**src/verilog/seq_isa_pkg.sv**
```systemverilog
// Instruction-side definitions shared by the dispatcher and the sequencer.
// Opcodes are grouped by functional unit, so the decoder sorts them by range.
// A new opcode must be placed inside the range of its unit.
// The vm bit follows the vector ISA convention, where set means unmasked.

package seq_isa_pkg;

  ////////////////////////////////////////////////////////////
  // Opcodes
  ////////////////////////////////////////////////////////////

  // ALU ops first, then multiplier, then memory
  typedef enum logic [3:0] {
    VADD  = 4'd0,
    VSUB  = 4'd1,
    VAND  = 4'd2,
    VOR   = 4'd3,
    VMUL  = 4'd4,
    VMACC = 4'd5,
    VLE   = 4'd6,
    VSE   = 4'd7
  } vop_e;

  ////////////////////////////////////////////////////////////
  // Registers
  ////////////////////////////////////////////////////////////

  // 32 architectural vector registers
  typedef logic [4:0] vreg_t;

  // Masked ops read their mask from v0
  localparam vreg_t VMASK = 5'd0;

  // Dispatcher request, 20 bits
  typedef struct packed {
    vop_e  op;
    vreg_t vd;
    vreg_t vs1;
    vreg_t vs2;
    logic  vm;
  } seq_req_t;

endpackage

```
**src/verilog/seq_cfg_pkg.sv**
```systemverilog
// Machine-side definitions of the sequencer.
// Instruction IDs, functional units, queue depths and the issued request.
// NrVInsn must stay a power of two so that every vid_t value names an ID.
// QueueDepth is ordered as vfu_e.

package seq_cfg_pkg;

  ////////////////////////////////////////////////////////////
  // Instructions in flight
  ////////////////////////////////////////////////////////////

  localparam int unsigned NrVInsn = 8;

  typedef logic [$clog2(NrVInsn)-1:0] vid_t;
  // One bit per instruction ID
  typedef logic [NrVInsn-1:0] vid_mask_t;

  ////////////////////////////////////////////////////////////
  // Functional units
  ////////////////////////////////////////////////////////////

  typedef enum logic [1:0] {
    VFU_ALU   = 2'd0,
    VFU_MUL   = 2'd1,
    VFU_LOAD  = 2'd2,
    VFU_STORE = 2'd3
  } vfu_e;

  localparam int unsigned NrVfus = 4;

  // Queue slots per unit, indexed by vfu_e
  localparam int unsigned QueueDepth [NrVfus] = '{4, 4, 2, 2};

  // Decoder output
  typedef struct packed {
    vfu_e              vfu;
    logic              use_vs1;
    logic              use_vs2;
    logic              use_vd;
    logic [NrVfus-1:0] target;
  } decoded_t;

  // Request issued to the units, hazards are one bit per older ID
  typedef struct packed {
    vid_t               id;
    seq_isa_pkg::vop_e  op;
    vfu_e               vfu;
    seq_isa_pkg::vreg_t vd;
    seq_isa_pkg::vreg_t vs1;
    seq_isa_pkg::vreg_t vs2;
    logic               vm;
    vid_mask_t          hazard_vs1;
    vid_mask_t          hazard_vs2;
    vid_mask_t          hazard_vm;
    vid_mask_t          hazard_vd;
  } pe_req_t;

endpackage

```
**src/verilog/insn_decoder.sv**
```systemverilog
// Opcode decoder of the sequencer, purely combinational.
// Opcodes outside the named set decode to the ALU with no operand use.
// The vd read of VMACC needs no flag of its own: VMACC also writes vd,
// so the WAW check on vd already orders it behind the older writer.

`timescale 1ns/100ps

module insn_decoder (
  input  seq_isa_pkg::vop_e     op_i,
  output seq_cfg_pkg::decoded_t dec_o
);

  always_comb begin : p_decode
    // Default to ALU with nothing read or written
    dec_o     = '0;
    dec_o.vfu = seq_cfg_pkg::VFU_ALU;

    case (op_i) inside
      // Two sources, one destination
      [seq_isa_pkg::VADD:seq_isa_pkg::VOR]: begin
        dec_o.vfu     = seq_cfg_pkg::VFU_ALU;
        dec_o.use_vs1 = 1'b1;
        dec_o.use_vs2 = 1'b1;
        dec_o.use_vd  = 1'b1;
      end
      // Multiply and multiply-accumulate
      [seq_isa_pkg::VMUL:seq_isa_pkg::VMACC]: begin
        dec_o.vfu     = seq_cfg_pkg::VFU_MUL;
        dec_o.use_vs1 = 1'b1;
        dec_o.use_vs2 = 1'b1;
        dec_o.use_vd  = 1'b1;
      end
      // Load fills vd from memory
      seq_isa_pkg::VLE: begin
        dec_o.vfu    = seq_cfg_pkg::VFU_LOAD;
        dec_o.use_vd = 1'b1;
      end
      // Store drains vs2 to memory
      seq_isa_pkg::VSE: begin
        dec_o.vfu     = seq_cfg_pkg::VFU_STORE;
        dec_o.use_vs2 = 1'b1;
      end
      default: ;
    endcase

    // One-hot copy of the unit, used for queue bookkeeping
    for (int u = 0; u < seq_cfg_pkg::NrVfus; u++) begin
      dec_o.target[u] = (dec_o.vfu == seq_cfg_pkg::vfu_e'(u));
    end
  end

endmodule

```
**src/verilog/unit_queue_counter.sv**
```systemverilog
// Outstanding-instruction counter of one functional unit.
// Done pulses must only name instructions issued to this unit.
// Several done bits in one cycle retire a single entry.

`timescale 1ns/100ps

module unit_queue_counter #(
  parameter int unsigned Depth = 2
) (
  input  logic                   clk_i,
  input  logic                   rst_ni,
  input  logic                   issue_i,
  input  seq_cfg_pkg::vid_mask_t done_i,
  output logic                   full_o
);

  localparam int unsigned CntWidth = $clog2(Depth + 1);

  logic [CntWidth-1:0] cnt_q;
  logic                retire;

  // Any finished ID frees one slot
  assign retire = |done_i;

  always_ff @(posedge clk_i or negedge rst_ni) begin
    if (!rst_ni) begin
      cnt_q <= '0;
    end else if (issue_i && !retire) begin
      cnt_q <= cnt_q + 1'b1;
    end else if (retire && !issue_i) begin
      cnt_q <= cnt_q - 1'b1;
    end
    // Issue and retire together leave the count unchanged
  end

  // Ready upstream looks at this before the increment lands
  assign full_o = (cnt_q == CntWidth'(Depth));

endmodule

```
**src/verilog/issue_scoreboard.sv**
```systemverilog
// Issue scoreboard of the vector sequencer.
// Each register remembers only its latest reader and latest writer.
// A done pulse invalidates list entries and hazards at once, and the ID
// itself is free for allocation from the next cycle.
// The issued request is a one-cycle strobe with no back-pressure.

`timescale 1ns/100ps

module issue_scoreboard (
  input  logic                                             clk_i,
  input  logic                                             rst_ni,
  input  seq_isa_pkg::seq_req_t                            req_i,
  input  logic                                             req_valid_i,
  input  seq_cfg_pkg::decoded_t                            dec_i,
  input  logic [seq_cfg_pkg::NrVfus-1:0]                   unit_full_i,
  input  seq_cfg_pkg::vid_mask_t [seq_cfg_pkg::NrVfus-1:0] pe_done_i,
  output logic                                             req_ready_o,
  output logic [seq_cfg_pkg::NrVfus-1:0]                   unit_issue_o,
  output seq_cfg_pkg::pe_req_t                             pe_req_o,
  output logic                                             pe_req_valid_o,
  output seq_cfg_pkg::vid_mask_t                           running_o,
  output seq_cfg_pkg::vid_mask_t [seq_cfg_pkg::NrVInsn-1:0] hazard_table_o,
  output logic                                             idle_o
);

  // Who touches a register, and whether that ID still runs
  typedef struct packed {
    seq_cfg_pkg::vid_t vid;
    logic              valid;
  } vreg_access_t;

  vreg_access_t [31:0] read_list_d, read_list_q;
  vreg_access_t [31:0] write_list_d, write_list_q;
  logic [31:0]         rd_live, wr_live;

  seq_cfg_pkg::vid_mask_t running_d, running_q;
  seq_cfg_pkg::vid_mask_t done_all, still_running;
  seq_cfg_pkg::vid_mask_t [seq_cfg_pkg::NrVInsn-1:0] table_d, table_q;

  seq_cfg_pkg::vid_t      next_id;
  logic                   all_busy;
  seq_cfg_pkg::vid_mask_t hz_vs1, hz_vs2, hz_vm, hz_vd;
  logic                   no_operands, hazard_stall, unit_blocked, accept;
  seq_cfg_pkg::pe_req_t   pe_req_d;

  ////////////////////////////////////////////////////////////
  // Retirement and ID allocation
  ////////////////////////////////////////////////////////////

  // Merge the done pulses of all units
  always_comb begin : p_done
    done_all = '0;
    for (int u = 0; u < seq_cfg_pkg::NrVfus; u++) begin
      done_all |= pe_done_i[u];
    end
  end

  assign still_running = running_q & ~done_all;

  // Lowest free ID wins, scanned from the top down
  always_comb begin : p_next_id
    next_id = '0;
    for (int i = seq_cfg_pkg::NrVInsn - 1; i >= 0; i--) begin
      if (!running_q[i]) begin
        next_id = seq_cfg_pkg::vid_t'(i);
      end
    end
  end

  assign all_busy = &running_q;

  // List entries whose owner is retiring count as gone
  always_comb begin : p_live
    for (int v = 0; v < 32; v++) begin
      rd_live[v] = read_list_q[v].valid & still_running[read_list_q[v].vid];
      wr_live[v] = write_list_q[v].valid & still_running[write_list_q[v].vid];
    end
  end

  ////////////////////////////////////////////////////////////
  // Hazard vectors of the incoming request
  ////////////////////////////////////////////////////////////

  always_comb begin : p_hazards
    hz_vs1 = '0;
    hz_vs2 = '0;
    hz_vm  = '0;
    hz_vd  = '0;

    // RAW on sources and mask
    if (dec_i.use_vs1 && wr_live[req_i.vs1]) hz_vs1[write_list_q[req_i.vs1].vid] = 1'b1;
    if (dec_i.use_vs2 && wr_live[req_i.vs2]) hz_vs2[write_list_q[req_i.vs2].vid] = 1'b1;
    if (!req_i.vm && wr_live[seq_isa_pkg::VMASK]) begin
      hz_vm[write_list_q[seq_isa_pkg::VMASK].vid] = 1'b1;
    end

    // WAR, the new result must not overtake any operand fetch of the reader
    if (dec_i.use_vd && rd_live[req_i.vd]) begin
      hz_vs1[read_list_q[req_i.vd].vid] = 1'b1;
      hz_vs2[read_list_q[req_i.vd].vid] = 1'b1;
      hz_vm[read_list_q[req_i.vd].vid]  = 1'b1;
    end

    // WAW
    if (dec_i.use_vd && wr_live[req_i.vd]) hz_vd[write_list_q[req_i.vd].vid] = 1'b1;
  end

  ////////////////////////////////////////////////////////////
  // Ready and accept
  ////////////////////////////////////////////////////////////

  // Ops with no vector source cannot chain, so they wait out every hazard
  assign no_operands  = !dec_i.use_vs1 && !dec_i.use_vs2 && req_i.vm;
  assign hazard_stall = no_operands && (|{hz_vs1, hz_vs2, hz_vm, hz_vd});
  // Only the target unit's queue can block
  assign unit_blocked = |(dec_i.target & unit_full_i);

  assign req_ready_o  = !unit_blocked && !all_busy && !hazard_stall;
  assign accept       = req_valid_i && req_ready_o;
  assign unit_issue_o = accept ? dec_i.target : '0;

  ////////////////////////////////////////////////////////////
  // State update
  ////////////////////////////////////////////////////////////

  always_comb begin : p_update
    read_list_d  = read_list_q;
    write_list_d = write_list_q;
    running_d    = still_running;
    table_d      = table_q;

    // Drop entries of retiring instructions
    for (int v = 0; v < 32; v++) begin
      read_list_d[v].valid  = rd_live[v];
      write_list_d[v].valid = wr_live[v];
    end

    if (accept) begin
      running_d[next_id] = 1'b1;
      // Record this ID as the newest writer and reader
      if (dec_i.use_vd) write_list_d[req_i.vd] = '{vid: next_id, valid: 1'b1};
      if (dec_i.use_vs1) read_list_d[req_i.vs1] = '{vid: next_id, valid: 1'b1};
      if (dec_i.use_vs2) read_list_d[req_i.vs2] = '{vid: next_id, valid: 1'b1};
      if (!req_i.vm) read_list_d[seq_isa_pkg::VMASK] = '{vid: next_id, valid: 1'b1};
      // Row holds every older ID this one waits on
      table_d[next_id] = hz_vs1 | hz_vs2 | hz_vm | hz_vd;
    end

    // Clear columns of finished instructions
    for (int id = 0; id < seq_cfg_pkg::NrVInsn; id++) begin
      table_d[id] &= running_d;
    end
  end

  // Request as seen by the units one cycle later
  always_comb begin : p_pe_req
    pe_req_d = '{
      id        : next_id,
      op        : req_i.op,
      vfu       : dec_i.vfu,
      vd        : req_i.vd,
      vs1       : req_i.vs1,
      vs2       : req_i.vs2,
      vm        : req_i.vm,
      hazard_vs1: hz_vs1,
      hazard_vs2: hz_vs2,
      hazard_vm : hz_vm,
      hazard_vd : hz_vd
    };
  end

  always_ff @(posedge clk_i or negedge rst_ni) begin
    if (!rst_ni) begin
      running_q      <= '0;
      read_list_q    <= '0;
      write_list_q   <= '0;
      table_q        <= '0;
      pe_req_valid_o <= 1'b0;
    end else begin
      running_q      <= running_d;
      read_list_q    <= read_list_d;
      write_list_q   <= write_list_d;
      table_q        <= table_d;
      pe_req_valid_o <= accept;
    end
  end

  // Payload only moves on accept
  always_ff @(posedge clk_i) begin
    if (accept) begin
      pe_req_o <= pe_req_d;
    end
  end

  assign running_o      = running_q;
  assign hazard_table_o = table_q;
  assign idle_o         = ~|running_q;

endmodule

```
**src/verilog/vinsn_sequencer.sv**
```systemverilog
// Top level of the vector instruction sequencer.
// The dispatcher must hold req_i stable until req_ready_o is seen high.
// Each unit pulses the IDs it finished on its own pe_done_i entry.
// Queue depths come from the machine package, one counter per unit.

`timescale 1ns/100ps

module vinsn_sequencer (
  input  logic                                              clk_i,
  input  logic                                              rst_ni,
  // Dispatcher side
  input  seq_isa_pkg::seq_req_t                             req_i,
  input  logic                                              req_valid_i,
  output logic                                              req_ready_o,
  // Unit side
  input  seq_cfg_pkg::vid_mask_t [seq_cfg_pkg::NrVfus-1:0]  pe_done_i,
  output seq_cfg_pkg::pe_req_t                              pe_req_o,
  output logic                                              pe_req_valid_o,
  output seq_cfg_pkg::vid_mask_t                            running_o,
  output seq_cfg_pkg::vid_mask_t [seq_cfg_pkg::NrVInsn-1:0] hazard_table_o,
  output logic                                              idle_o
);

  seq_cfg_pkg::decoded_t              dec;
  logic [seq_cfg_pkg::NrVfus-1:0]     unit_issue;
  logic [seq_cfg_pkg::NrVfus-1:0]     unit_full;

  // Unit and operand use straight from the opcode
  insn_decoder i_decoder (
    .op_i (req_i.op),
    .dec_o(dec)
  );

  ////////////////////////////////////////////////////////////
  // Per-unit queue counters
  ////////////////////////////////////////////////////////////

  for (genvar u = 0; u < seq_cfg_pkg::NrVfus; u++) begin : gen_unit_cnt
    unit_queue_counter #(
      .Depth(seq_cfg_pkg::QueueDepth[u])
    ) i_cnt (
      .clk_i  (clk_i),
      .rst_ni (rst_ni),
      .issue_i(unit_issue[u]),
      .done_i (pe_done_i[u]),
      .full_o (unit_full[u])
    );
  end

  // Hazards, IDs and the issue register
  issue_scoreboard i_scoreboard (
    .clk_i         (clk_i),
    .rst_ni        (rst_ni),
    .req_i         (req_i),
    .req_valid_i   (req_valid_i),
    .dec_i         (dec),
    .unit_full_i   (unit_full),
    .pe_done_i     (pe_done_i),
    .req_ready_o   (req_ready_o),
    .unit_issue_o  (unit_issue),
    .pe_req_o      (pe_req_o),
    .pe_req_valid_o(pe_req_valid_o),
    .running_o     (running_o),
    .hazard_table_o(hazard_table_o),
    .idle_o        (idle_o)
  );

endmodule

```
**config.mk**
```make
export PLATFORM = sky130hd
export DESIGN_NAME = vinsn_sequencer
export DESIGN_NICKNAME = d
export VERILOG_FILES = /design/src/verilog/seq_isa_pkg.sv /design/src/verilog/seq_cfg_pkg.sv /design/src/verilog/insn_decoder.sv /design/src/verilog/unit_queue_counter.sv /design/src/verilog/issue_scoreboard.sv /design/src/verilog/vinsn_sequencer.sv
export SDC_FILE = /design/constraint.sdc
export NUM_CORES = 1
export LEC_CHECK = 0
export ABC_AREA = 1
export BUFFER_PORTS_ARGS = -buffer_cell sky130_fd_sc_hd__buf_2
export CELL_PAD_IN_SITES_DETAIL_PLACEMENT = 2
export CELL_PAD_IN_SITES_GLOBAL_PLACEMENT = 2
export CORE_ASPECT_RATIO = 1.4
export CORE_MARGIN = 1
export CORE_UTILIZATION = 32
export CTS_CLUSTER_DIAMETER = 200
export CTS_CLUSTER_SIZE = 30
export DETAILED_ROUTE_END_ITERATION = 8
export GPL_ROUTABILITY_DRIVEN = 0
export MAX_ROUTING_LAYER = met4
export PLACE_DENSITY_LB_ADDON = 0.1
export SETUP_SLACK_MARGIN = 0.1
export SLEW_MARGIN = 20
export SYNTH_ARGS = -nofsm -noshare
export SYNTH_HDL_FRONTEND = slang
export SYNTH_SLANG_ARGS = --single-unit
```
**constraint.sdc**
```tcl
create_clock -name clk_i -period 5.2 [get_ports clk_i]
set_clock_uncertainty 0.2 [all_clocks]
set_input_delay 0.26 -clock clk_i [delete_from_list [all_inputs] [get_ports clk_i]]
set_output_delay 0.26 -clock clk_i [all_outputs]
set_load 0.02 [all_outputs]
```
### Word level (Yosys, flattened, before mapping)

Cells that the tools add are included.

| storage, ports and cells | value |
|---|---|
| flip-flop bits (word level) | 396 |
| output and inout port bits | 132 |
| word-level logic and storage cells | 613 |

| operators by class | value |
|---|---|
| add/subtract/negate cells | 8 |
| $lt $le $gt $ge | 85 |
| equal/unequal tests | 9 |
| muxes and demuxes | 214 |
| bitwise operators | 85 |
| reductions and logical operators | 59 |

Operators with widths:

| operator | count |
|---|---|
| $bwmux 128 | 3 |
| $mux 128 | 3 |
| $mux 125 | 3 |
| $lt 3x4->1 const B | 69 |
| $bmux 1 s3 | 64 |
| $mux 1 | 83 |
| $bmux 4 s5 | 4 |
| $or 8x8->8 | 10 |
| $and 8x8->8 | 9 |
| $mux 8 | 9 |
| $and 1x1->1 | 64 |
| $bwmux 64 | 1 |
| $mux 64 | 1 |
| $demux 4 s5 | 3 |
| $reduce_or 8->1 | 5 |
| $mux 3 | 12 |
| $mux 4 | 9 |
| $reduce_or 32->1 | 1 |
| $logic_and 1x1->1 | 30 |
| $demux 8 s3 | 1 |
| $bmux 1 s5 | 4 |
| $demux 1 s3 | 6 |
| $ge 3x1->1 const B | 6 |
| $lt 5x6->1 const B | 3 |
| other kinds (22) | 57 |

### Logic depth before layout (Yosys ltp)

Gate-level depths: netlist of the first run.

| depth | value |
|---|---|
| depth in word-level cells | 24 |
| mapped depth | 33 |

### Hierarchy

From an unflattened synthesis of the first run, not the netlist that was laid out.

| unflattened totals | value |
|---|---|
| cells, all modules | 4117 |
| area total of the unflattened synthesis | 27061.0 um^2 |

By module, submodules not included:

| module | instances | cells an instance | area an instance (um^2) | seq. area each (um^2) |
|---|---|---|---|---|
| issue_scoreboard | 1 | 3999 | 26276.5 | 9944.5 |
| unit_queue_counter (gen_unit_cnt[0].i_cnt ...) | 2 | 27 | 202.7 | 75.1 |
| unit_queue_counter (gen_unit_cnt[2].i_cnt ...) | 2 | 22 | 145.1 | 50.0 |
| insn_decoder | 1 | 20 | 88.8 | 0.0 |

### Worst setup path before layout of the first run

OpenSTA, ideal clock, no wires.

| timing | value |
|---|---|
| kind | register to register |
| start | reg i_scoreboard.running_q[2] (netlist: i_scoreboard.running_o[2]) |
| end | reg gen_unit_cnt[0].i_cnt.cnt_q[1] |
| library setup time | 0.125 ns |
| data arrival time | 3.745 ns |
| path slack | 1.130 ns |
| stages on the path, launching flop included | 31 |
| buffers on the path | 3 |
| clock period less this slack | 4.070 ns |
| path through | dfrtp_1 > inv_2 > nor2_1 > nand3_1 > buf_2 > buf_2 > nand2_1 > nand3_1 > nand3_1 > nand3_1 > nand2_1 > nand2_1 > nor2_1 > nor2_1 > nor2_1 > nand2_1 > nor2_2 > nand3_1 > nor2_1 > nor2_1 > nand2_1 > nor2_1 > nand3_2 > nand2_4 > nand3_4 > buf_2 > nor2_1 > ha_1 > inv_1 > fa_1 > mux2_2 |

| on the way | value |
|---|---|
| word-level cells in the longest chain between the ends | 19 |
| elaborated cells on any way between the ends | 230 |
| classes of those cells | 145 x mux; 68 x bitwise; 17 x reduce/logical |

Ends and longest elaborated chain:

| item | RTL line | text |
|---|---|---|
| from (decl) | issue_scoreboard.sv:36 | `seq_cfg_pkg::vid_mask_t running_d, running_q;` |
| from (signal assigned) | issue_scoreboard.sv:180 | `running_q <= running_d;` |
| $and 8x8->8 | issue_scoreboard.sv:58 | `assign still_running = running_q & ~done_all;` |
| $bmux 1 s3 | issue_scoreboard.sv:76 | `wr_live[v] = write_list_q[v].valid & still_running[write_list_q[v].vid];` |
| $mux 1 (not written as such) | issue_scoreboard.sv:76 |  |
| $and 1x1->1 | issue_scoreboard.sv:76 |  |
| $bmux 1 s5, on equally long branches | issue_scoreboard.sv:92, issue_scoreboard.sv:91 |  |
| $mux 1, on equally long branches | issue_scoreboard.sv:92, issue_scoreboard.sv:91 |  |
| $logic_and 1x1->1, on equally long branches | issue_scoreboard.sv:92, issue_scoreboard.sv:91 |  |
| $mux 8, on equally long branches | issue_scoreboard.sv:92, issue_scoreboard.sv:91 |  |
| (+3 left out) | - |  |
| $logic_and 1x1->1 | issue_scoreboard.sv:114 | `assign hazard_stall = no_operands && (\|{hz_vs1, hz_vs2, hz_vm, hz_vd});` |
| $logic_not 1->1 | issue_scoreboard.sv:118 | `assign req_ready_o = !unit_blocked && !all_busy && !hazard_stall;` |
| $logic_and 1x1->1 * | issue_scoreboard.sv:118 |  |
| $logic_and 1x1->1 * | issue_scoreboard.sv:119 | `assign accept = req_valid_i && req_ready_o;` |
| $mux 4 * | issue_scoreboard.sv:120 | `assign unit_issue_o = accept ? dec_i.target : '0;` |
| $logic_not 1->1 | unit_queue_counter.sv:30 | `end else if (retire && !issue_i) begin` |
| $logic_and 1x1->1 | unit_queue_counter.sv:30 |  |
| $reduce_bool 2->1 (no line) | - |  |
| to (signal assigned) | unit_queue_counter.sv:29 | `cnt_q <= cnt_q + 1'b1;` |
| to (signal assigned) | unit_queue_counter.sv:31 | `cnt_q <= cnt_q - 1'b1;` |
| to (decl) | unit_queue_counter.sv:19 | `logic [CntWidth-1:0] cnt_q;` |

Every way passes the cells marked *; elsewhere a longest branch is shown, timed or not. The select of a mux whose other input is x is not followed.
A chain may end at the register's enable or synchronous reset.

### Worst setup path after layout of the first run

| timing | value |
|---|---|
| start | reg i_scoreboard.running_q[7] (netlist: i_scoreboard.running_o[7]) |
| end | reg gen_unit_cnt[0].i_cnt.cnt_q[1] |

| on the way | value |
|---|---|
| word-level cells in the longest chain between the ends | 19 |
| elaborated cells on any way between the ends | 230 |
| classes of those cells | 145 x mux; 68 x bitwise; 17 x reduce/logical |

Ends and longest elaborated chain:

| item | RTL line | text |
|---|---|---|
| $and 8x8->8 * | issue_scoreboard.sv:58 |  |
| $bmux 1 s3 | issue_scoreboard.sv:76 |  |
| $mux 1 (not written as such) | issue_scoreboard.sv:76 |  |
| $and 1x1->1 | issue_scoreboard.sv:76 |  |
| $bmux 1 s5 | issue_scoreboard.sv:91 | `if (dec_i.use_vs1 && wr_live[req_i.vs1]) hz_vs1[write_list_q[req_i.vs1].vid] = 1'b1;` |
| $mux 1 (not written as such) | issue_scoreboard.sv:91 |  |
| $logic_and 1x1->1 | issue_scoreboard.sv:91 |  |
| $mux 8 | issue_scoreboard.sv:91 |  |
| (+2 left out) | - |  |
| net i_scoreboard.hz_vs1[2] | issue_scoreboard.sv:42 | `seq_cfg_pkg::vid_mask_t hz_vs1, hz_vs2, hz_vm, hz_vd;` |
| (+1 left out) | - |  |
| $logic_and 1x1->1 * | issue_scoreboard.sv:114 |  |
| $logic_not 1->1 * | issue_scoreboard.sv:118 |  |
| $logic_and 1x1->1 * | issue_scoreboard.sv:118 |  |
| $logic_and 1x1->1 * | issue_scoreboard.sv:119 |  |
| $mux 4 * | issue_scoreboard.sv:120 |  |
| $logic_not 1->1 | unit_queue_counter.sv:30 |  |
| $logic_and 1x1->1 | unit_queue_counter.sv:30 |  |
| $reduce_bool 2->1 (no line) | - |  |

The timed path passes the listed nets; every way through them passes the cells marked *. The select of a mux whose other input is x is not followed.

==> results of run 1 <==
==> area by class of cell <==
cell class / instances / area [um^2]
inverters: 357 / 1350
fillers: 9814 / 49700
repair buffers: 360 / 2710
well taps: 1054 / 1320
clock inverters: 2 / 38.8
clock buffers: 27 / 463
flip-flops and latches: 396 / 10200
multi-input cells: 2951 / 13600
diodes: 3 / 7.51
==> per-stage QoR <==
stage | power, mW | utilization (%) | std cells
after floorplan | 5.32 | - | 3885
after global placement | 6.38 | 36.1 | 5086
after detailed placement | 6.48 | 36.2 | 5086
after CTS | 8.30 | 37.1 | 5141
after global routing | 8.68 | 37.4 | 5150
final | 8.26 | 37.4 | 5150
==> flip-flops by register name, summed over array words and instances, names as in the netlist <==
| signal | count |
|---|---|
| i_scoreboard.running_o | 8 |
| i_scoreboard.read_list_q | 128 |
| gen_unit_cnt.i_cnt.cnt_q | 10 |
| i_scoreboard.pe_req_valid_o | 1 |
| i_scoreboard.write_list_q | 128 |
| i_scoreboard.hazard_table_o | 64 |
| i_scoreboard.pe_req_o | 57 |
==> logic make-up (layout without fill, tap and decap cells) <==
kind of cell,after synthesis,in the layout,share of synthesized area (%)
AOI/OAI and AO/OA,606,606,13.1
xor gates and xnor gates,8,8,0.272
adders and majority gates,6,6,0.349
buffers and inverters,538,746,8.53
DFF,396,396,39.5
muxes,2,2,0.0873
other,0,3,0
and+or+nand+nor,2329,2329,38.1
==> layout by cell type, fill, tap and decap left out, types with 8 or more instances in the layout <==
cell,n
nand2_1,1443
nor4_1,11
buf_2,185
clkinv_1,8
or2_2,17
o221ai_1,13
dfrtp_1,339
clkbuf_16,20
buf_12,22
o22ai_1,164
o21ai_1,40
buf_4,119
a21oi_1,23
a22oi_1,12
edfxtp_1,57
dlygate4sd3_1,24
nand4_1,87
nand3_1,452
nand3b_1,13
nor3b_1,10
inv_2,16
nor2_1,226
nor2_4,9
inv_1,331
nor3_1,24
nor2_2,9
o21ai_0,341
clkbuf_1,10
==> final timing paths <==
kind | from | to | depth (start not counted)
worst max-delay path | i_scoreboard.running_o[7] | gen_unit_cnt[0].i_cnt.cnt_q[1] | 29
worst min-delay path | rst_ni | i_scoreboard.read_list_q[94] | 2
worst max register to register | i_scoreboard.running_o[7] | gen_unit_cnt[0].i_cnt.cnt_q[1] | 29
worst min register to register | gen_unit_cnt[2].i_cnt.cnt_q[0] | gen_unit_cnt[2].i_cnt.cnt_q[0] | 1
max in group asynchronous | rst_ni | i_scoreboard.hazard_table_o[31] | 3
min in group clk_i | pe_done_i[17] | gen_unit_cnt[2].i_cnt.cnt_q[0] | 4
==> where the power goes <==
group	switching, mW	total [mW]	internal, mW
combinational	1.84	2.69	0.848
sequential	0.348	3.77	3.42
clock	1.16	1.80	0.642
==> what timing repair did <==
item | 4_1_cts | 5_1_grt
pin swaps | 1 | 3
gates cloned | 0 | 3
setup buffers | 2 | 3
hold endpoints to repair | 99 | 0
gates resized for setup | 0 | 29
hold buffers | 24 | 0
setup endpoints to repair | 3 | 300
==> per-layer routing <==
metal / share of wire, % / GRT usage (%) / up-vias
met5: 0 / - / -
met1: 40 / 37.8 / 15232
li1: - / - / 13220
met2: 51 / 60.5 / 715
met3: 3.7 / 2.52 / 290
met4: 5.0 / 14.4 / 0
==> flow_summary_export.csv, run 1 <==
group,metric,value,unit
cts,cts_sinks,396,
detailed_routing,routed_wirelength,137000,um
min_path,hold_class,"in -> async",
sta,fin_crit,4.89,ns
synthesis,yosysSeqAreaShare,39.5,%
detailed_routing,post_drt_via_cell_ratio,5.72,
die,die_area,81800,um^2
synthesis,synth_area_per_cell,6.64,um^2
synthesis,synth_edf_count,57,
cts,numCtsBuffers,17,
synthesis,synthTopCellsByArea,"dfrtp_1, nand2_1, nand3_1, o21ai_0, edfxtp_1",
worst_setup_path,crit_arrival,5.18,ns
worst_setup_path,path_class,"reg -> reg",
synthesis,synth_top_cell_by_area,"dfrtp_1",
placed_design,hpwl,98500,um
synthesis,async_reset_ff_share,85.6,%
synthesis,netlist.area_leader.share,32.9,%
global_route,grt_first_pass_wirelength,201000,um
global_route,overflow,0,
die,start_util,32.5,%
sta,slew_viol_final,0,
sta,setup_viol,0,
worst_setup_path,worstPathMaxFanout,33,
worst_setup_path,end_kind,"flop",
synthesis,synth_ff_type,"dfrtp_1",
cts,htree_levels,1,
sta,hold_violations,0,
placed_design,dp_slack,0.125,ns
power,pwr_density_cell,278,nW/um^2
worst_setup_path,rrSetupSlack,0.31,ns
cts,clk_pin_slew,0.13,ns
detailed_routing,wire_per_inst,26.6,um
die,ios,187,
finish,nets,4144,
job,cap_violations,0,
detailed_routing,drtAntennaViolNets,0,
sta,fin_hold_ws,0.0443,ns
detailed_routing,drc,0,
finish,design_area,29700,um^2
synthesis,synth_most_common_cell,"nand2_1",
power,ir_drop,306,uV
detailed_routing,drtPass1Iterations,5,
synthesis,yosys-top-cells-count,"nand2_1, nand3_1, o21ai_0",
cts,clock_path_buffers,3,
die,die_x,242,um
sta,fmax,204,MHz
worst_setup_path,cp_top_family,"simple AND/OR/NAND/NOR gates",
worst_setup_path,cp_slowest_cell,"dfrtp_1",
sta,period_share,94.1,%
worst_setup_path,critical_path_buf_inv_count,4,
cts,cts_tree,"built",
detailed_routing,drt_iter0_markers,1783,
die,die_h,338,um
global_route,grt_start_max_net_pins,113,
detailed_routing,vias,29457,
synthesis,syn_area,25800,um^2
synthesis,synth_cell_types,47,
placed_design,postPlaceCellArea,28700,um^2
global_route,grt_pass1_vias,31275,
worst_setup_path,startpoint_type,"flop",
worst_setup_path,critPathRequiredTime,5.49,ns
synthesis,synth-seq-cells,396,
sta,max_slew_margin,32.4,%
sta,rsz0062_at_grt,"yes",
worst_setup_path,critPathMaxStageDelay,0.46,ns
status,status,"finished, final reports clean",
synthesis,synth_fp_nets,3946,
die,core_area,79400,um^2
placed_design,io_buffers,186,
die,row_count,122,
global_route,antenna_found_initial,4,
sta,fin_setup_tns,0,ns
sta,tightestPinTransition,1.01,ns
global_route,grtUsageTotal,33.4,%
synthesis,synth_warnings,0,
cts,clk_latency,0.61,ns
finish,syn_to_final_growth,15.1,%
synthesis,syn_inst,3885,
power,leakage,14.8,nW
sta,finalWorstSetupSlack,0.308,ns
cts,root_buffer,"clkbuf_16",
finish,drive_above_1_share,10.7,%
No activity file was read; power rests on OpenSTA's default activity.
==> run 2, diff against run 1 <==
Settings changed: PLACE_DENSITY set to 0.85, PLACE_DENSITY_LB_ADDON 0.1 to unset.
==> flow_summary_export.csv, run 2 (synthesis results as in run 1) <==
group,metric,value,unit
cts,cts_tree,"built",
sta,fin_crit,6.29,ns
finish,stdcell_count,5195,
detailed_routing,routed_wirelength,181000,um
placed_design,post-place-cells,5064,
die,core_area,79400,um^2
die,die_x,242,um
detailed_routing,drt_iter0_markers,3830,
power,ir_drop,375,uV
job,cap_violations,2,
worst_setup_path,startpoint_type,"input port",
finish,syn_to_final_growth,17.9,%
die,row_count,122,
finish,nFillCells,9468,
worst_setup_path,path_class,"in -> reg",
die,ios,187,
sta,max_slew_margin,-18.7,%
detailed_routing,vias,34181,
sta,slew_viol_final,3,
finish,final_common_cell,"nand2_1",
status,violations,"negative hold slack, max-capacitance violations, max-slew violations, negative setup slack",
worst_setup_path,rrSetupSlack,-1.09,ns
sta,hold_violations,41,
placed_design,postPlaceCellArea,28500,um^2
detailed_routing,drtPass1Iterations,5,
finish,final_core_util,38.3,%
sta,setup_viol,326,
min_path,hold_class,"in -> async",
cts,cts_sinks,396,
global_route,grtUsageTotal,34.6,%
worst_setup_path,worstPathMaxFanout,52,
power,pwr_density_cell,289,nW/um^2
detailed_routing,post_drt_via_cell_ratio,6.58,
sta,tightestPinTransition,1.76,ns
global_route,grt_start_max_net_pins,134,
sta,period_share,121,%
sta,fmax,159,MHz
global_route,grt_first_pass_wirelength,209000,um
die,die_area,81800,um^2
cts,clock_path_buffers,3,
placed_design,io_buffers,186,
worst_setup_path,crit_arrival,6.52,ns
global_route,overflow,0,
cts,root_buffer,"clkbuf_16",
global_route,antenna_found_initial,19,
die,die_h,338,um
cts,clk_latency,0.67,ns
global_route,grt_pass1_vias,33314,
die,start_util,32.5,%
cts,numCtsBuffers,17,
cts,htree_levels,1,
power,leakage,15.1,nW
placed_design,hpwl,96500,um
detailed_routing,drc,0,
finish,nets,4173,
finish,drive_above_1_share,12.1,%
worst_setup_path,critPathRequiredTime,5.42,ns
detailed_routing,drtAntennaViolNets,0,
sta,rsz0062_at_grt,"yes",
finish,design_area,30400,um^2
finish,final_cell_mix,"nand2_1, nand3_1, o21ai_0",
sta,finalWorstSetupSlack,-1.09,ns
detailed_routing,wire_per_inst,34.7,um
worst_setup_path,end_kind,"flop",
status,status,"complete, but fails checks",
sta,fin_hold_ws,-0.0432,ns
cts,clk_pin_slew,0.15,ns
run 2: layout make-up:
class	instances	area (um^2)	area share, %
sequential	396	10200	33.5
multi-input combinational	2951	13700	45.1
timing repair buffer	389	3270	10.8
antenna	21	52.6	0.173
inverter	357	1360	4.46
clock buffer	26	459	1.51
tap	1054	1320	4.34
clock inverter	1	30.0	0.0987
run 2: per-layer routing:
metal	vias up	track usage, %	routed length, um
met5	-	-	0
met4	0	26.9	20300
met2	2625	58.6	80500
li1	13303	-	-
met1	16866	36.0	59500
met3	1387	5.96	20200
run 2: worst max-delay path: stages:
cell,delay (ns)
dlygate4sd3_1,0.58
buf_2,0.34
inv_1,0.27
nand2_1,0.40
inv_1,0.16
o21ai_0,0.20
nand2_1,0.18
a211oi_1,0.36
nand2_1,0.42
nand2_1,0.23
inv_1,0.09
nand4_1,0.17
nand2_1,0.15
nor2_1,0.18
nand2_1,0.12
nor2_1,0.15
nand3_2,0.14
nand2_4,0.11
buf_4,0.19
nand4_4,0.16
buf_12,0.25
o21ai_0,1.35
run 2: power breakdown:
part           switching (mW)  internal, mW
logic                    2.18         0.843
registers               0.427          3.43
clock network            1.27         0.635
run 2: what timing repair did:
item	4_1_cts	5_1_grt
endpoints found under the setup margin	72	385
gates resized for setup	6	84
setup buffers	0	36
endpoints found under the hold margin	93	0
pin swaps	0	18
hold buffers	22	0
gates cloned	0	24
run 2: per-stage QoR:
stage,setup TNS [ns],setup WS (ns),hold WS (ns),power (mW)
global placement,0,0.431,0.0626,6.25
floorplan,0,1.13,-0.236,5.32
CTS,0,0.114,0.0167,8.24
global route,-76.43,-0.889,0.00127,8.98
finish,-66.54,-1.09,-0.0432,8.78
detailed placement,0,0.0246,0.0604,6.44
run 2: final timing paths:
path	endpoint	startpoint	cells after the start
setup / recovery	i_scoreboard.write_list_q[84]	req_i[8]	22
hold / removal	i_scoreboard.write_list_q[65]	rst_ni	2
setup reg to reg	i_scoreboard.write_list_q[84]	i_scoreboard.running_o[4]	29
hold reg to reg	gen_unit_cnt[2].i_cnt.cnt_q[0]	gen_unit_cnt[2].i_cnt.cnt_q[0]	1
max in group asynchronous	i_scoreboard.read_list_q[63]	rst_ni	3
min in group clk_i	gen_unit_cnt[2].i_cnt.cnt_q[0]	pe_done_i[18]	4
